File: src/include/i3c_settings.svh
// Register indices are 4-bit word numbers; queue size codes must stay in 0..7
`ifndef I3C_SETTINGS_SVH
`define I3C_SETTINGS_SVH

// Host register word indices
`define I3C_REG_CONTROL    4'h0
`define I3C_REG_DEV_ADDR   4'h1
`define I3C_REG_DEV_CHAR   4'h2
`define I3C_REG_PID_LO     4'h3
`define I3C_REG_QUEUE_SIZE 4'h4
`define I3C_REG_STATUS     4'h5
`define I3C_REG_T_FREE     4'h6
`define I3C_REG_T_IDLE     4'h7
`define I3C_REG_T_AVAL     4'h8

// Enough for about 1 ms of bus timing at 1 GHz
`define I3C_TIMER_W 20

`define I3C_RST_TX_QSIZE 3'd4
`define I3C_RST_RX_QSIZE 3'd3

`define I3C_HOT_JOIN_ADDR 7'h02
`define I3C_BCAST_ADDR    7'h7E

`endif

File: src/hdl/i3c_cfg_pkg.sv
// Shared types for the target configuration path; timing width follows the settings header
`include "i3c_settings.svh"

package i3c_cfg_pkg;

  // One host register write
  typedef struct packed {
    logic [3:0]  addr;
    logic [31:0] data;
  } csr_wr_t;

  // All fields held by the CSR block
  typedef struct packed {
    logic                    bus_enable;
    logic [1:0]              enable_init;
    logic                    ibi_en;
    logic [2:0]              ibi_retry_num;
    logic [6:0]              static_addr;
    logic                    static_addr_valid;
    logic [6:0]              dynamic_addr;
    logic                    dynamic_addr_valid;
    logic [14:0]             pid_hi;
    logic [31:0]             pid_lo;
    logic [7:0]              bcr;
    logic [7:0]              dcr;
    logic [2:0]              tx_qsize;
    logic [2:0]              rx_qsize;
    logic                    protocol_error;
    logic [3:0]              pending_interrupt;
    logic [`I3C_TIMER_W-1:0] t_free;
    logic [`I3C_TIMER_W-1:0] t_idle;
    logic [`I3C_TIMER_W-1:0] t_aval;
  } csr_out_t;

  typedef struct packed {
    logic        phy_en;
    logic [1:0]  phy_mux_select;
    logic        i3c_active_en;
    logic        i3c_standby_en;
    logic [6:0]  sta_addr;
    logic        sta_addr_valid;
    logic [6:0]  dyn_addr;
    logic        dyn_addr_valid;
    logic [6:0]  ibi_addr;
    logic        ibi_addr_valid;
    logic [47:0] pid;
    logic [7:0]  bcr;
    logic [7:0]  dcr;
    logic [15:0] mwl;
    logic [15:0] mrl;
    logic [15:0] status_fmt1;
    logic        ibi_en;
    logic [2:0]  ibi_retry_num;
  } target_cfg_t;

  typedef struct packed {
    logic [`I3C_TIMER_W-1:0] t_bus_free;
    logic [`I3C_TIMER_W-1:0] t_bus_idle;
    logic [`I3C_TIMER_W-1:0] t_bus_available;
  } timing_cfg_t;

  typedef enum logic [2:0] {
    CMD_ENTDAA,
    CMD_GETPID,
    CMD_GETMWL,
    CMD_GETMRL,
    CMD_GETSTATUS,
    CMD_SETMWL,
    CMD_SETMRL,
    CMD_PRIVATE
  } ccc_kind_e;

  typedef struct packed {
    ccc_kind_e   kind;
    logic [6:0]  addr;
    logic [15:0] data;
  } ccc_cmd_t;

  typedef struct packed {
    logic        hit;
    logic [63:0] data;
    logic [3:0]  nbytes;
  } ccc_resp_t;

  typedef struct packed {
    logic        set_mwl;
    logic        set_mrl;
    logic [15:0] value;
  } len_update_t;

endpackage

File: src/hdl/i3c_csr_regs.sv
// Write-only host port; writes to unmapped indices are dropped and nothing is readable
`timescale 1ns/1ns
`include "i3c_settings.svh"

module i3c_csr_regs (
  input  logic                  clk_i,
  input  logic                  rst_ni,
  input  logic                  req_i,
  input  i3c_cfg_pkg::csr_wr_t  wr_i,
  output logic                  ack_o,
  output i3c_cfg_pkg::csr_out_t csr_o
);
  import i3c_cfg_pkg::*;

  // Queue sizes come up at their defaults, the rest at zero
  localparam csr_out_t CSR_RESET = '{
    tx_qsize: `I3C_RST_TX_QSIZE,
    rx_qsize: `I3C_RST_RX_QSIZE,
    default:  '0
  };

  logic     ack_q;
  logic     wr_en;
  csr_out_t csr_d;
  csr_out_t csr_q;

  // First edge that sees req with ack still low
  assign wr_en = req_i & ~ack_q;

  // Four-phase slave side
  always_ff @(posedge clk_i or negedge rst_ni) begin
    if (!rst_ni) begin
      ack_q <= 1'b0;
    end else if (wr_en) begin
      ack_q <= 1'b1;
    end else if (!req_i) begin
      ack_q <= 1'b0;
    end
  end

  // Field layout per register word
  always_comb begin
    csr_d = csr_q;
    if (wr_en) begin
      case (wr_i.addr)
        `I3C_REG_CONTROL: begin
          csr_d.bus_enable    = wr_i.data[0];
          csr_d.enable_init   = wr_i.data[5:4];
          csr_d.ibi_en        = wr_i.data[8];
          csr_d.ibi_retry_num = wr_i.data[11:9];
        end
        `I3C_REG_DEV_ADDR: begin
          csr_d.static_addr        = wr_i.data[6:0];
          csr_d.static_addr_valid  = wr_i.data[15];
          csr_d.dynamic_addr       = wr_i.data[22:16];
          csr_d.dynamic_addr_valid = wr_i.data[31];
        end
        `I3C_REG_DEV_CHAR: begin
          csr_d.pid_hi = wr_i.data[14:0];
          csr_d.dcr    = wr_i.data[23:16];
          csr_d.bcr    = wr_i.data[31:24];
        end
        `I3C_REG_PID_LO: begin
          csr_d.pid_lo = wr_i.data;
        end
        `I3C_REG_QUEUE_SIZE: begin
          csr_d.tx_qsize = wr_i.data[2:0];
          csr_d.rx_qsize = wr_i.data[10:8];
        end
        `I3C_REG_STATUS: begin
          csr_d.protocol_error    = wr_i.data[0];
          csr_d.pending_interrupt = wr_i.data[11:8];
        end
        `I3C_REG_T_FREE: begin
          csr_d.t_free = wr_i.data[`I3C_TIMER_W-1:0];
        end
        `I3C_REG_T_IDLE: begin
          csr_d.t_idle = wr_i.data[`I3C_TIMER_W-1:0];
        end
        `I3C_REG_T_AVAL: begin
          csr_d.t_aval = wr_i.data[`I3C_TIMER_W-1:0];
        end
        default: begin
          csr_d = csr_q;
        end
      endcase
    end
  end

  always_ff @(posedge clk_i or negedge rst_ni) begin
    if (!rst_ni) begin
      csr_q <= CSR_RESET;
    end else begin
      csr_q <= csr_d;
    end
  end

  assign ack_o = ack_q;
  assign csr_o = csr_q;

  // Host keeps the write payload steady until it has been acknowledged
  assert property (@(posedge clk_i) disable iff (!rst_ni)
    req_i && !ack_q |=> $stable(wr_i));

  // New request only after the previous ack was seen low
  assert property (@(posedge clk_i) disable iff (!rst_ni)
    $rose(req_i) |-> !ack_q);

endmodule

File: config.mk
export PLATFORM = sky130hd
export DESIGN_NAME = i3c_csr_regs
export DESIGN_NICKNAME = d
export VERILOG_FILES = /design/src/hdl/i3c_cfg_pkg.sv /design/src/hdl/i3c_csr_regs.sv
export VERILOG_INCLUDE_DIRS = /design/src /design/src/include
export SDC_FILE = /design/constraint.sdc
export NUM_CORES = 1
export LEC_CHECK = 0
export BUFFER_PORTS_ARGS = -buffer_cell sky130_fd_sc_hd__buf_2
export CAP_MARGIN = 20
export CORE_AREA = 2 2 108 110
export CTS_CLUSTER_SIZE = 12
export DETAILED_ROUTE_END_ITERATION = 7
export DIE_AREA = 0 0 110 112
export PLACE_DENSITY = 0.83
export SLEW_MARGIN = 20
export SYNTH_ARGS = -nofsm -noshare
export SYNTH_HDL_FRONTEND = slang
export SYNTH_SLANG_ARGS = --single-unit
File: constraint.sdc
create_clock -name clk_i -period 2.9 [get_ports clk_i]
set_input_delay 0.145 -clock clk_i [delete_from_list [all_inputs] [get_ports clk_i]]
set_output_delay 0.145 -clock clk_i [all_outputs]
set_load 0.01 [all_outputs]
==> results.md <==
- Outcome: finished clean
- Placed Cells: 674
- Clock Pin Slew Worst Setup and Hold Paths: 0.06 ns
- Sw Ratio: 0.269
- Synth Area in Simple Gates: 0.0166
- Port Buffers: 196
- Number of global-route vias before repair: 4011
- Area fraction of the dominant cell type after synthesis: 0.658
- Nets: 603
- Hold Crit Class: input port to flip-flop
- Starting Density: 0.527
- Top Metal Used: met4
- Leak: 4.07 nW
- Detail Route Antenna Nets: 0
- Main combinational cell family by area after synthesis: multiplexers
- Worst r2r src: ack_o
- Sequential area share after synthesis: 0.672
- Beginning of the worst hold path: wr_i[12]
- Post-route non-filler standard cell count: 720
- First-pass GRT wire length: 21000 um
- Cts-stage hold buffer count: 14
- Number of antenna diodes: 0
- Met3 Routed Length: 964 um
- Top post-synthesis cells by count: mux2_2, dfrtp_1, buf_2
- Clock power share: 0.339
- Drt first-iter violations: 136
- Clock sinks: 158
- Arrival time at the worst endpoint: 2.53 ns
- Layout cells sized above 1: 0.685
- Io pins: 197
- Final WL: 13400 um
- Pin count of the biggest net entering global routing: 90
- Setup Viol. Count Final: 0
- Worst path required time: 3.19 ns
- Grt total ovfl: 0
- Hold worst-path end: csr_o[99]
- Drt drc: 0
- Internal power: 0.00453 W
- Global-route usage over all layers: 0.229
- Die area: 0.0123 mm^2
- Sequential power share: 0.462
- Synth cell types: 15
- Fillers: 789
- DPL Wire Length: 9150 um
- Fin Setup TNS: 0 ns
- Crit end category: flip-flop
- Post-synthesis adder-cell area fraction: 0
- Worst setup path category: flip-flop to flip-flop
- Gpl congestion: 0.776
- Psw: 0.00167 W
- Synthesized flop and latch total: 158
- Clock latency on the worst-skew pair: 0.42 ns
- Synth Area in XOR/XNOR: 0
- Hold slack final: 0.0209 ns
- Largest area contributor in the netlist: dfrtp_1
- Post-synth net total: 382
- Yosys warning count: 0
- Combinational Power Share: 0.200
- RSZ-0062 raised after global routing: false
- Pwr/cell area: 800 mW/mm^2
- Gate Count Post-Synth: 343
- TritonCTS clock tree: built
- CTS resizes: 0
- EDFF count, synth: 0
- Worst VDD drop: 384 uV
- Worst R2R Path Depth: 4
- Routed WL per cell: 18.5 um
- TritonCTS Buffers: 17
- CP max FO: 15
- Setup crit start kind: flip-flop
- H-tree levels: 4
- Mux cell area share after synthesis: 0.300
- Vias post-DR: 3737
- Worst r2r dst: csr_o[80]
- Worst Tran Pin Value: 0.916 ns
- Achievable frequency: 447 MHz
- Core area: 0.0112 mm^2
- Die Width: 110 um
- Worst slew margin: 0.389
- Setup Buffers After CTS: 0
- Ys async rst share: 1.00
- Final Slew Violations: 0
- Avg Inst Size Synth: 17.2 um^2
- Post-synthesis cell area: 0.00589 mm^2
- Met2 routed wirelength: 6730 um
- Final Hold Fails: 0
- Synth top area cells: dfrtp_1, mux2_2, dfstp_2
- Reg2Reg Setup Slack: 0.66 ns
- Root buf cell: clkbuf_16
- Tmin final: 2.24 ns
- Synth Area in Compound Gates: 0
- Period utilization: 0.771
- Ys flop type: dfrtp_1
- Maximum root-to-sink buffer count: 2
- Initial antenna violation count: 0
- Die height: 112 um
- Maxcap violations: 0
- Pre-Repair DR Iteration Count: 4
- Clock Skews: 0.00835 ns
- Area delta synth->final: 31.6%
- Num rows: 39
- Routed vias/inst: 5.19
- WHS Path Cells: 2
- WL met1: 5470 um
- Count leader, synth: mux2_2
-- per-layer routing --
layer,track usage,vias to the layer above
met3,0.0831,18
met5,0,-
li1,-,1669
met2,0.377,127
met1,0.282,1923
met4,0.0692,0
-- power groups by stage --
stage	clock (W)	combinational [W]	sequential, W
after floorplan	0	0.000387	0.00309
after global placement	0	0.00120	0.00287
after detailed placement	0	0.00124	0.00290
after CTS	0.00215	0.00126	0.00286
after global routing	0.00224	0.00134	0.00292
final	0.00210	0.00124	0.00286
-- worst max-delay path: stages (launching register included) --
cell      delay, ns
dfrtp_1        0.41
and3b_1        0.29
nand3b_1       0.61
buf_4          0.48
mux2_2         0.31
-- placed cells by master, fill, tap and decap left out, types with 2 or more instances in the layout --
master and n:
nand2_1 3, clkbuf_16 17, dfstp_2 3, clkinv_2 5, dlygate4sd3_1 14, buf_2 195, clkinvlp_4 5, nand3b_1 3
buf_4 5, dfrtp_1 155, bufinv_16 2, mux2_2 157, clkbuf_1 3
-- cells by family after synthesis --
logic type             Yosys count
muxes                          157
buffers and inverters           14
and+or+nand+nor                 14
DFF                            158
-- sequential cells by signal, summed over array words and instances (netlist names) --
| signal | cells |
|---|---|
| ack_o | 1 |
| csr_o | 157 |
-- per-stage QoR --
stage / setup slack (ns) / utilization / cell area [um^2] / total power, W
6_report: 0.663 / 0.694 / 7750 / 0.00620
5_1_grt: 0.529 / 0.694 / 7750 / 0.00650
4_1_cts: 0.593 / 0.694 / 7750 / 0.00627
3_5_place_dp: 0.627 / 0.631 / 7050 / 0.00414
3_3_place_gp: 0.705 / 0.631 / 7050 / 0.00407
2_1_floorplan: 1.39 / - / 5890 / 0.00348
-- layout make-up --
class	instances	area [um^2]	area share
clock buffers	20	437	0.0563
flip-flops and latches	158	3960	0.511
clock inverters	12	123	0.0158
well taps	143	179	0.0231
multi-input cells	171	1870	0.241
repair buffers	216	1180	0.153
-- worst max-delay path by stage --
| stage | slack (ns) | cells after the start | end | startpoint |
|---|---|---|---|---|
| final | 0.66 | 4 | csr_o[80] | ack_o |
| after global routing | 0.53 | 4 | csr_o[75] | ack_o |
| after CTS | 0.59 | 4 | csr_o[80] | ack_o |
| after detailed placement | 0.63 | 4 | csr_o[80] | ack_o |
| after global placement | 0.70 | 4 | csr_o[133] | ack_o |
| after floorplan | 1.39 | 4 | csr_o[20] | ack_o |
No activity file was read; power rests on OpenSTA's default activity.
