--- config.mk ---
export PLATFORM = sky130hd
export DESIGN_NAME = i3c_ccc_responder
export DESIGN_NICKNAME = d
export VERILOG_FILES = /design/src/hdl/i3c_cfg_pkg.sv /design/src/hdl/i3c_ccc_responder.sv
export VERILOG_INCLUDE_DIRS = /design/src /design/src/include
export SDC_FILE = /design/constraint.sdc
export NUM_CORES = 1
export LEC_CHECK = 0
export BUFFER_PORTS_ARGS = -buffer_cell sky130_fd_sc_hd__buf_4
export CAP_MARGIN = 20
export CORE_UTILIZATION = 44
export DETAILED_ROUTE_END_ITERATION = 10
export GPL_TIMING_DRIVEN = 0
export PLACE_DENSITY_LB_ADDON = 0.3
export SLEW_MARGIN = 40
export SYNTH_ARGS = -nofsm -noshare
export SYNTH_HDL_FRONTEND = slang
export SYNTH_SLANG_ARGS = --single-unit
--- constraint.sdc ---
create_clock -name clk_i -period 2.3 [get_ports clk_i]
set_input_delay 0.115 -clock clk_i [delete_from_list [all_inputs] [get_ports clk_i]]
set_output_delay 0.115 -clock clk_i [all_outputs]
set_load 0.03 [all_outputs]
--- src/include/i3c_settings.svh ---
// Register indices are 4-bit word numbers; queue size codes must stay in 0..7
`ifndef I3C_SETTINGS_SVH
`define I3C_SETTINGS_SVH

// Host register word indices
`define I3C_REG_CONTROL    4'h0
`define I3C_REG_DEV_ADDR   4'h1
`define I3C_REG_DEV_CHAR   4'h2
`define I3C_REG_PID_LO     4'h3
`define I3C_REG_QUEUE_SIZE 4'h4
`define I3C_REG_STATUS     4'h5
`define I3C_REG_T_FREE     4'h6
`define I3C_REG_T_IDLE     4'h7
`define I3C_REG_T_AVAL     4'h8

// Enough for about 1 ms of bus timing at 1 GHz
`define I3C_TIMER_W 20

`define I3C_RST_TX_QSIZE 3'd4
`define I3C_RST_RX_QSIZE 3'd3

`define I3C_HOT_JOIN_ADDR 7'h02
`define I3C_BCAST_ADDR    7'h7E

`endif

--- src/hdl/i3c_cfg_pkg.sv ---
// Shared types for the target configuration path; timing width follows the settings header
`include "i3c_settings.svh"

package i3c_cfg_pkg;

  // One host register write
  typedef struct packed {
    logic [3:0]  addr;
    logic [31:0] data;
  } csr_wr_t;

  // All fields held by the CSR block
  typedef struct packed {
    logic                    bus_enable;
    logic [1:0]              enable_init;
    logic                    ibi_en;
    logic [2:0]              ibi_retry_num;
    logic [6:0]              static_addr;
    logic                    static_addr_valid;
    logic [6:0]              dynamic_addr;
    logic                    dynamic_addr_valid;
    logic [14:0]             pid_hi;
    logic [31:0]             pid_lo;
    logic [7:0]              bcr;
    logic [7:0]              dcr;
    logic [2:0]              tx_qsize;
    logic [2:0]              rx_qsize;
    logic                    protocol_error;
    logic [3:0]              pending_interrupt;
    logic [`I3C_TIMER_W-1:0] t_free;
    logic [`I3C_TIMER_W-1:0] t_idle;
    logic [`I3C_TIMER_W-1:0] t_aval;
  } csr_out_t;

  typedef struct packed {
    logic        phy_en;
    logic [1:0]  phy_mux_select;
    logic        i3c_active_en;
    logic        i3c_standby_en;
    logic [6:0]  sta_addr;
    logic        sta_addr_valid;
    logic [6:0]  dyn_addr;
    logic        dyn_addr_valid;
    logic [6:0]  ibi_addr;
    logic        ibi_addr_valid;
    logic [47:0] pid;
    logic [7:0]  bcr;
    logic [7:0]  dcr;
    logic [15:0] mwl;
    logic [15:0] mrl;
    logic [15:0] status_fmt1;
    logic        ibi_en;
    logic [2:0]  ibi_retry_num;
  } target_cfg_t;

  typedef struct packed {
    logic [`I3C_TIMER_W-1:0] t_bus_free;
    logic [`I3C_TIMER_W-1:0] t_bus_idle;
    logic [`I3C_TIMER_W-1:0] t_bus_available;
  } timing_cfg_t;

  typedef enum logic [2:0] {
    CMD_ENTDAA,
    CMD_GETPID,
    CMD_GETMWL,
    CMD_GETMRL,
    CMD_GETSTATUS,
    CMD_SETMWL,
    CMD_SETMRL,
    CMD_PRIVATE
  } ccc_kind_e;

  typedef struct packed {
    ccc_kind_e   kind;
    logic [6:0]  addr;
    logic [15:0] data;
  } ccc_cmd_t;

  typedef struct packed {
    logic        hit;
    logic [63:0] data;
    logic [3:0]  nbytes;
  } ccc_resp_t;

  typedef struct packed {
    logic        set_mwl;
    logic        set_mrl;
    logic [15:0] value;
  } len_update_t;

endpackage

--- src/hdl/i3c_ccc_responder.sv ---
// Commands arrive already decoded; broadcast GET and SET commands are answered like direct ones
`timescale 1ns/1ns
`include "i3c_settings.svh"

module i3c_ccc_responder (
  input  logic                     clk_i,
  input  logic                     rst_ni,
  input  logic                     req_i,
  input  i3c_cfg_pkg::ccc_cmd_t    cmd_i,
  input  i3c_cfg_pkg::target_cfg_t cfg_i,
  output logic                     ack_o,
  output i3c_cfg_pkg::ccc_resp_t   resp_o,
  output i3c_cfg_pkg::len_update_t upd_o
);
  import i3c_cfg_pkg::*;

  logic        ack_q;
  logic        take;
  logic        own_valid;
  logic [6:0]  own_addr;
  logic        own_hit;
  logic        bcast;
  ccc_resp_t   resp_d;
  ccc_resp_t   resp_q;
  len_update_t upd_d;
  len_update_t upd_q;

  assign take = req_i & ~ack_q;

  // Dynamic address wins, static is the fallback
  assign own_valid = cfg_i.dyn_addr_valid | cfg_i.sta_addr_valid;
  assign own_addr  = cfg_i.dyn_addr_valid ? cfg_i.dyn_addr : cfg_i.sta_addr;
  assign own_hit   = own_valid & (cmd_i.addr == own_addr);
  assign bcast     = cmd_i.addr == `I3C_BCAST_ADDR;

  always_comb begin
    resp_d = '0;
    upd_d  = '0;
    case (cmd_i.kind)
      CMD_ENTDAA: begin
        // Only targets still waiting for an address take part
        resp_d.hit    = bcast & ~cfg_i.dyn_addr_valid;
        resp_d.data   = {cfg_i.pid, cfg_i.bcr, cfg_i.dcr};
        resp_d.nbytes = 4'd8;
      end
      CMD_GETPID: begin
        resp_d.hit    = own_hit | bcast;
        resp_d.data   = {16'h0000, cfg_i.pid};
        resp_d.nbytes = 4'd6;
      end
      CMD_GETMWL: begin
        resp_d.hit    = own_hit | bcast;
        resp_d.data   = {48'h0, cfg_i.mwl};
        resp_d.nbytes = 4'd2;
      end
      CMD_GETMRL: begin
        resp_d.hit    = own_hit | bcast;
        resp_d.data   = {48'h0, cfg_i.mrl};
        resp_d.nbytes = 4'd2;
      end
      CMD_GETSTATUS: begin
        resp_d.hit    = own_hit | bcast;
        resp_d.data   = {48'h0, cfg_i.status_fmt1};
        resp_d.nbytes = 4'd2;
      end
      CMD_SETMWL: begin
        resp_d.hit    = own_hit | bcast;
        upd_d.set_mwl = 1'b1;
        upd_d.value   = cmd_i.data;
      end
      CMD_SETMRL: begin
        resp_d.hit    = own_hit | bcast;
        upd_d.set_mrl = 1'b1;
        upd_d.value   = cmd_i.data;
      end
      CMD_PRIVATE: begin
        resp_d.hit = own_hit;
      end
      default: begin
        resp_d = '0;
      end
    endcase
    // Not for us
    if (!resp_d.hit) begin
      resp_d = '0;
      upd_d  = '0;
    end
  end

  // Reply is captured with the ack and held until the next request
  always_ff @(posedge clk_i or negedge rst_ni) begin
    if (!rst_ni) begin
      ack_q  <= 1'b0;
      resp_q <= '0;
      upd_q  <= '0;
    end else begin
      upd_q <= '0;
      if (take) begin
        ack_q  <= 1'b1;
        resp_q <= resp_d;
        upd_q  <= upd_d;
      end else if (!req_i) begin
        ack_q <= 1'b0;
      end
    end
  end

  assign ack_o  = ack_q;
  assign resp_o = resp_q;
  assign upd_o  = upd_q;

  // Master waits for ack low before a new command
  assert property (@(posedge clk_i) disable iff (!rst_ni)
    $rose(req_i) |-> !ack_q);

  // Length update is a one-cycle pulse that comes with an acknowledged hit
  assert property (@(posedge clk_i) disable iff (!rst_ni)
    (upd_q.set_mwl || upd_q.set_mrl) |->
      (($rose(ack_q) && resp_q.hit) ##1 !(upd_q.set_mwl || upd_q.set_mrl)));

endmodule

==> metrics.yaml, run 1 <==
max_slew_margin: 0.521
via_per_inst: 5.40
min_period_ns: 2.19
p_leak_nw: 3.48
netlist_instances: 450
drive_gt1_frac: 0.428
cts.path.max_buffers: 2
start_util: 0.458
wl_per_cell_um: 18.5
ys.flop_type: "dfrtp_1"
synth.avg_cell_area_um2: 10.0
rsz0062_at_grt: "no"
fillers: 769
power_frac_comb: 0.194
setup-violations-final: 0
vias: 4631
p_sw_mw: 0.912
clockRootBuffer: "clkbuf_8"
nets: 894
synthesis.nets: 624
power_density_mw_per_mm2: 466
finalSetupTns_ns: 0
clk_pin_slew_ns: 0.10
grt_pass1_wl_um: 23200
p_int_mw: 2.30
synth_area_leaders: "dfrtp_1, o21ai_0, nand2_1"
slew_violations: 0
dp_hpwl_um: 12300
async_reset_ff_frac: 1.00
sequentialPowerShare: 0.479
crit_fanout: 10
swShare: 0.284
cp-start-kind: "flip-flop"
io_buffers: 241
antennaDiodeCount: 0
io_pins: 262
tritoncts: "yes"
grt_usage: 0.298
crit_path_end_kind: "flip-flop"
critical_path_required_ns: 2.58
yosys.area.top_type: "dfrtp_1"
h-tree-depth: 3
rows: 36
drt-total-wl_um: 15900
synth.distinct_cells: 34
status: "finished, final reports clean"
synth-seq-area-share: 0.482
clock_skew_ns: 0.0115
worstMarginPinSlew_ns: 0.718
fp.coreArea_mm2: 0.00986
grt_pass1_vias: 4615
irDropWorstVdd_v: 0.000370
antenna_found_initial: 0
hp-class: "input pin to flip-flop"
drc: 0
holdWs_ns: 0.0351
die_h_um: 103
mostFrequentLayoutCells: "buf_4, nand2_1, dfrtp_1"
cts_made_buffers: 9
hold_violations: 0
place_congestion: 0.831
synthesis.area_mm2: 0.00451
ant_nets: 0
critPathArrivalTime_ns: 2.48
cts_num_sinks: 87
postCtsSetupBuffers: 0
fmax_ghz: 0.456
grt_max_degree: 88
period_share: 0.954
clock_latency_ns: 0.36
area_growth_syn_to_layout_pct: 52.8
max-cap-violations: 0
synth_top_area_frac: 0.482
dr.first_iter.drc_count: 155
ys_ff_latch: 87
dieArea_mm2: 0.0107
layout_commonest_cell: "buf_4"
rr_worst_depth: 8
overflow: 0
synth_enable_flop_cells: 0
dr.pass1.iters: 5
yosysWarnings: 0
clkPwrFrac: 0.327
worstSetupPathType: "flip-flop to flip-flop"
min_path_cells: 2
die_x_um: 103
[metrics by stage]
step / power [mW] / setup slack (ns) / std cells / util / instance area (µm²)
2_1_floorplan: 1.82 / 0.187 / 450 / - / 4510
4_1_cts: 3.22 / 0.00798 / 858 / 0.696 / 6870
5_1_grt: 3.34 / 0.0159 / 858 / 0.699 / 6900
3_3_place_gp: 2.15 / 0.0289 / 824 / 0.658 / 6490
3_5_place_dp: 2.16 / 0.0288 / 824 / 0.658 / 6490
6_report: 3.21 / 0.106 / 858 / 0.699 / 6900
[per-layer routing]
layer | up-vias | global-route usage | wire, µm
met5 | - | 0 | 0
met3 | 45 | 0.0665 | 1300
met1 | 2213 | 0.348 | 6090
met2 | 248 | 0.522 | 7950
met4 | 0 | 0.139 | 561
li1 | 2125 | - | -
[what timing repair did]
item	CTS	global route
hold buffers	18	0
pin swaps	0	1
gates resized for setup	1	3
cloned	0	0
endpoints found under the hold margin	104	0
endpoints found under the setup margin	1	44
[state kept, by name, indices dropped and copies added, names as in the netlist]
| name | count |
|---|---|
| resp_o | 68 |
| ack_o | 1 |
| upd_o | 18 |
[area by class of cell]
| cell class | instances | area [µm²] | share of cell area |
|---|---|---|---|
| clock inverter | 6 | 53.8 | 0.00780 |
| timing repair buffer | 259 | 2000 | 0.289 |
| sequential | 87 | 2180 | 0.316 |
| buffer | 42 | 195 | 0.0283 |
| clock buffer | 10 | 138 | 0.0200 |
| tap | 133 | 166 | 0.0241 |
| multi-input combinational | 321 | 2170 | 0.315 |
[Yosys cell counts, types with 4 or more instances]
cell and instances:
nand2_1 98, dfrtp_1 87, o21ai_0 86, mux2_2 32, mux2i_1 30, clkbuf_1 26, a22o_1 16, and4b_1 16
buf_2 9, nor2b_1 6, xnor2_1 6, a31oi_1 4, mux4_2 4
[power groups by stage]
stage	clock, mW	combinational (mW)	sequential (mW)
3_5_place_dp	0	0.594	1.57
3_3_place_gp	0	0.581	1.57
5_1_grt	1.12	0.674	1.54
4_1_cts	1.06	0.622	1.54
2_1_floorplan	0	0.238	1.58
6_report	1.05	0.625	1.54
[worst max-delay path, stage by stage (launching register included)]
cell      delay, ns
dfrtp_1        0.39
nand2b_1       0.14
buf_2          0.18
or3_4          0.44
a311oi_4       0.27
a31oi_4        0.11
buf_6          0.20
buf_6          0.13
and4b_1        0.25
[final timing paths]
| kind | start | endpoint | slack, ns |
|---|---|---|---|
| worst max-delay path | ack_o | upd_o[13] | 0.11 |
| worst min-delay path | cmd_i[0] | upd_o[0] | 0.04 |
| worst max register to register | ack_o | upd_o[13] | 0.11 |
| worst min register to register | resp_o[6] | resp_o[6] | 0.49 |
| max in group asynchronous | rst_ni | resp_o[33] | 1.45 |
| min in group asynchronous | rst_ni | upd_o[14] | 0.38 |
[cell families after synthesis]
family                    count (synthesis)  synth area share
and+or+nand+nor                         136             0.150
xor gates and xnor gates                  8            0.0155
AOI/OAI and AO/OA                       110             0.142
other                                     1          0.000831
muxes                                    66             0.166
DFF                                      87             0.482
buffers and inverters                    42            0.0432
(Power assumes the default switching activity.)
==> run 2: changes to the inputs <==
CAP_MARGIN = default   (was 20)
REMOVE_ABC_BUFFERS = 1   (was default)
==> metrics.yaml, run 2 (same netlist as run 1, synthesis figures left out) <==
mostFrequentLayoutCells: "buf_4, nand2_1, dfrtp_1"
irDropWorstVdd_v: 0.000270  # -27%
clockRootBuffer: "clkbuf_8"
drt-total-wl_um: 14100  # -11%
power_density_mw_per_mm2: 478  # +2.6%
max_slew_margin: 0.508  # -0.0133
hold_violations: 0  # unchanged
slew_violations: 0  # unchanged
cts_num_sinks: 87  # unchanged
setup-violations-final: 0  # unchanged
rows: 36  # unchanged
nets: 867  # -3.0%
h-tree-depth: 3  # unchanged
finalSetupTns_ns: 0  # unchanged
grt_max_degree: 88  # unchanged
antennaDiodeCount: 0  # unchanged
utilization: 0.706  # +0.00634
cts_made_buffers: 9  # unchanged
power.total_mw: 3.33  # +3.5%
crit_fanout: 12  # +2
antenna_found_initial: 0  # unchanged
holdWs_ns: 0.0512  # +0.0161 ns
grt_pass1_vias: 4102  # -11%
dieArea_mm2: 0.0107  # unchanged
fillers: 759  # -1.3%
grt_usage: 0.258  # -0.0399
clock_skew_ns: 0.00727  # -0.00425 ns
overflow: 0  # unchanged
critPathArrivalTime_ns: 2.45  # -0.03 ns
period_share: 0.953  # about the same
via_per_inst: 5.32  # -1.5%
cts.path.max_buffers: 2  # unchanged
max-cap-violations: 0  # unchanged
worstMarginPinSlew_ns: 0.738  # +0.0200 ns
dp_hpwl_um: 9570  # -22%
fmax_ghz: 0.456  # about the same
wl_per_cell_um: 17.0  # -8.5%
p_leak_nw: 3.51  # +0.88%
finalNonFillerCells: 831  # -3.1%
area_growth_syn_to_layout_pct: 54.2
min_period_ns: 2.19  # -0.00161 ns
drive_gt1_frac: 0.456  # +0.0280
die_x_um: 103  # unchanged
placed_cells: 790  # -4.1%
critical_path_required_ns: 2.55  # -0.03 ns
place_congestion: 0.771  # -7.2%
final-seq-area_mm2: 0.00218  # unchanged
largest_reg_flops: 68  # unchanged
worstSetupPathType: "flip-flop to flip-flop"
clk_pin_slew_ns: 0.09  # about the same
io_buffers: 243  # +0.83%
layout_commonest_cell: "buf_4"
cp-start-kind: "flip-flop"
grt_pass1_wl_um: 20600  # -11%
hp-class: "input pin to flip-flop"
ant_nets: 0  # unchanged
multi_input_area_mm2: 0.00223  # +2.6%
dr.pass1.iters: 4  # -1
crit_path_end_kind: "flip-flop"
status: "finished, final reports clean"
vias: 4417  # -4.6%
drc: 0  # unchanged
dr.first_iter.drc_count: 182  # +17%
die_h_um: 103  # unchanged
tritoncts: "yes"
fp.coreArea_mm2: 0.00986  # unchanged
io_pins: 262  # unchanged
clock_latency_ns: 0.35  # about the same
start_util: 0.458  # unchanged
-- run 2: changes by cell type in the layout (fill, tap and decap cells not counted), sizes merged --
cell	change
clkinv	-1
bufinv	+2
a31oi	+1
nand2b	+1
clkbuf	-27
buf	-3
-- run 2: final timing paths --
kind | start | depth (start not counted) | to | slack (ns)
max | ack_o | 6 | upd_o[17] | 0.11
min | cmd_i[5] | 2 | upd_o[5] | 0.05
max reg2reg | ack_o | 6 | upd_o[17] | 0.11
min reg2reg | resp_o[36] | 2 | resp_o[36] | 0.49
max in group asynchronous | rst_ni | 2 | upd_o[17] | 1.43
min in group asynchronous | rst_ni | 2 | ack_o | 0.37
-- run 2: repair_timing --
action / in CTS / in global routing
hold endpoints to repair: 103 / 1
pin swaps: 1 / 0
hold buffers: 17 / 1
gates cloned: 3 / 0
resized for setup: 2 / 2
buffers inserted: 1 / 3
setup endpoints to repair: 47 / 15
-- run 2: final cells by class --
cell class                      instances  area share
Tap cell                              133      0.0239
Timing Repair Buffer                  272       0.312
Sequential cell                        87       0.313
Multi-Input combinational cell        323       0.320
Clock buffer                            9      0.0178
Clock inverter                          7      0.0137
-- run 2: critical path, stage by stage, from the launching register on --
cell and delay, ns:
dfrtp_1 0.44, nand2b_4 0.24, or3_4 0.45, a311oi_4 0.28, a31oi_4 0.17, buf_8 0.26, nor4bb_1 0.24
-- run 2: report_power, final --
part	switching [mW]	internal (mW)	leakage (nW)
Combinational	0.276	0.329	2.18
Clock	0.567	0.616	0.110
Sequential	0.00415	1.53	1.21
-- run 2: through the flow --
| stage | setup WS [ns] | area [µm²] |
|---|---|---|
| finish | 0.108 | 6960 |
| floorplan | -1.46 | 4320 |
| detailed placement | -0.0824 | 6440 |
| global route | -0.00249 | 6960 |
| global placement | -3.05 | 6310 |
| CTS | 0.0367 | 6910 |
-- run 2: per-layer routing --
metal | up-vias | part of all wire | track usage
li1 | 2080 | - | -
met1 | 2100 | 0.40 | 0.306
met2 | 212 | 0.50 | 0.457
met5 | - | 0 | 0
met4 | 0 | 0.017 | 0.102
met3 | 25 | 0.081 | 0.0558
==> run 3: changes to the inputs <==
ABC_AREA = 1   (was default)
==> metrics.yaml, run 3 <==
status: "finished, final reports clean"
area_growth_syn_to_layout_pct: 49.6
fmax_ghz: 0.478  # +4.8%
hold_violations: 0  # unchanged
dp_hpwl_um: 9910  # +3.6%
synthMuxAreaShare: 0  # -0.166
slew_violations: 0  # unchanged
worstPathCellList: "dlygate4sd3_1, buf_4, inv_1, nor2_1, inv_6, nor3_4, nand3_4, nand2_8, nand2_1, nand2_1"
crit_fanout: 70  # +58
power_density_mw_per_mm2: 468  # -2.0%
period_share: 0.910  # -0.0434
synthAdderAreaFrac: 0  # unchanged
synth_top_family_by_area: "simple AND/OR/NAND/NOR gates"
overflow: 0  # unchanged
grt_max_degree: 88  # unchanged
ant_nets: 0  # unchanged
synth_area_leaders: "dfrtp_1, nand2_1, nand3_1"
synth_enable_flop_cells: 0  # unchanged
cts_num_sinks: 87  # unchanged
fillers: 823  # +8.4%
grt_usage: 0.273  # +0.0146
grt_pass1_wl_um: 21700  # +5.3%
clkPwrFrac: 0.345  # -0.011
clk_pin_slew_ns: 0.08  # about the same
holdWs_ns: 0.0177  # -0.0336 ns
critical-path-top-delay-family: "simple AND/OR/NAND/NOR gates"
tritoncts: "yes"
io_pins: 262  # unchanged
hp-class: "input pin to flip-flop"
max_slew_margin: 0.501  # -0.00695
yosysWarnings: 0  # unchanged
utilization: 0.683  # -0.0222
setup-violations-final: 0  # unchanged
clock_skew_ns: 0.0129  # +0.00566 ns
swShare: 0.261  # +0.00577
fp.coreArea_mm2: 0.00982  # -0.46%
worstSetupPathType: "input pin to flip-flop"
yosys.area_share.simple: 0.320  # +0.170
synth_xor_area_frac: 0  # -0.0155
dr.first_iter.drc_count: 265  # +46%
cpMaxStageDelayCell: "dlygate4sd3_1"
ys_top_cells_by_count: "nand2_1, dfrtp_1, inv_1, nand3_1, o21ai_0"
critical_path_required_ns: 2.59  # +0.04 ns
die_h_um: 103  # -0.29%
sequentialPowerShare: 0.489  # +0.027
cpPeakStageDelay_ns: 0.54  # +0.09 ns
start_util: 0.457  # -0.000577
vias: 4986  # +13%
worstMarginPinSlew_ns: 0.747  # +0.00933 ns
drive_gt1_frac: 0.322  # -0.134
ys_ff_latch: 87  # unchanged
crit_path_end_kind: "flip-flop"
wl_per_cell_um: 14.7  # -13%
power.total_mw: 3.14  # -5.5%
via_per_inst: 5.03  # -5.3%
power_frac_comb: 0.167  # -0.015
cts.path.max_buffers: 2  # unchanged
yosys.area.top_type: "dfrtp_1"
cts_made_buffers: 9  # unchanged
netlist_instances: 615  # +37%
rows: 36  # unchanged
synth_compound_area_frac: 0.0979  # -0.0438
rsz0062_at_grt: "no"
path_buf_inv: 4  # +3
io_buffers: 243  # unchanged
clockRootBuffer: "clkbuf_8"
drt-total-wl_um: 14600  # +3.4%
synthesis.area_mm2: 0.00449  # -0.58%
layout_commonest_cell: "nand2_1"
dieArea_mm2: 0.0106  # -0.57%
grt_pass1_vias: 4535  # +11%
async_reset_ff_frac: 1.00  # unchanged
clock_latency_ns: 0.35  # about the same
antenna_found_initial: 0  # unchanged
antennaDiodeCount: 0  # unchanged
cp_common_cell: "nand2_1"
critPathArrivalTime_ns: 2.38  # -0.07 ns
cp-start-kind: "input pin"
place_congestion: 0.890  # +15%
dr.pass1.iters: 5  # +1
largest_reg_flops: 68  # unchanged
p_leak_nw: 3.87  # +10%
ys.flop_type: "dfrtp_1"
die_x_um: 103  # -0.29%
yosysMostFrequentCell: "nand2_1"
mostFrequentLayoutCells: "nand2_1, buf_4, dfrtp_1"
synth-seq-area-share: 0.485  # +0.00282
nets: 1027  # +18%
irDropWorstVdd_v: 0.000237  # -12%
min_period_ns: 2.09  # -0.0998 ns
h-tree-depth: 3  # unchanged
drc: 0  # unchanged
synth.avg_cell_area_um2: 7.30  # -27%
max-cap-violations: 0  # unchanged
synth.distinct_cells: 29  # -15%
p_int_mw: 2.32  # -6.3%
synth_top_area_frac: 0.485  # +0.00282
p_sw_mw: 0.818  # -3.4%
## run 3: changes by cell type after synthesis, moves of 20 or more
| cell | delta |
|---|---|
| inv_1 | +62 |
| mux2_2 | -32 |
| mux2i_1 | -30 |
| nand2_1 | +163 |
| nand3_1 | +49 |
| nor2_1 | +20 |
| o21ai_0 | -53 |
| o22ai_1 | +28 |
## run 3: cell type report
type	count	area, µm²	area share
Timing Repair Buffer	259	1990	0.297
Tap cell	133	166	0.0248
Clock inverter	5	56.3	0.00839
Timing Repair inverter	1	5.00	0.000746
Multi-Input combinational cell	427	1900	0.284
Inverter	68	269	0.0401
Sequential cell	87	2180	0.324
Clock buffer	11	141	0.0211
## run 3: through the flow
stage | setup WS, ns | std cells | setup TNS [ns] | cell area (µm²)
2_1_floorplan | 0.151 | 582 | 0 | 4320
3_3_place_gp | -0.964 | 958 | -54.52 | 6310
3_5_place_dp | -0.733 | 958 | -44.86 | 6320
4_1_cts | 0.00357 | 991 | 0 | 6690
5_1_grt | 0.0301 | 991 | 0 | 6710
6_report | 0.208 | 991 | 0 | 6710
## run 3: path summary, 6_finish.rpt
| kind | cells past startpoint | endpoint | slack, ns | start |
|---|---|---|---|---|
| max | 10 | resp_o[23] | 0.21 | req_i |
| min | 3 | upd_o[4] | 0.02 | cmd_i[4] |
| max reg2reg | 7 | resp_o[23] | 0.23 | ack_o |
| min reg2reg | 2 | resp_o[15] | 0.49 | resp_o[15] |
| max in group asynchronous | 2 | resp_o[13] | 1.42 | rst_ni |
| min in group asynchronous | 2 | ack_o | 0.34 | rst_ni |
## run 3: power groups by stage
stage,Combinational (mW),Sequential (mW),Clock [mW]
floorplan,0.174,1.57,0
global placement,0.485,1.57,0
detailed placement,0.497,1.57,0
CTS,0.522,1.54,1.10
global route,0.574,1.54,1.17
finish,0.524,1.54,1.08
## run 3: worst min-delay path: cells and delay by family
kind / cells / cell delay (ns)
buffers and inverters: 1 / 0.11
and+or+nand+nor: 2 / 0.11
## run 3: cell families after synthesis
| family | count (synthesis) |
|---|---|
| AND/OR/NAND/NOR | 349 |
| buffers and inverters | 101 |
| flip-flops | 87 |
| AO/OA/AOI/OAI | 77 |
| other | 1 |
## run 3: metal layers
layer | vias to the layer above | track usage | share of wire
li1 | 2407 | - | -
met1 | 2321 | 0.313 | 0.38
met2 | 230 | 0.483 | 0.51
met3 | 28 | 0.0692 | 0.089
met4 | 0 | 0.114 | 0.022
met5 | - | 0 | 0
## run 3: timing repair
item / 4_1_cts / 5_1_grt
hold buffers: 16 / 0
setup endpoints to repair: 66 / 49
gates cloned: 1 / 0
endpoints found under the hold margin: 102 / 0
setup buffers: 0 / 0
pin swaps: 0 / 1
gates resized for setup: 2 / 2
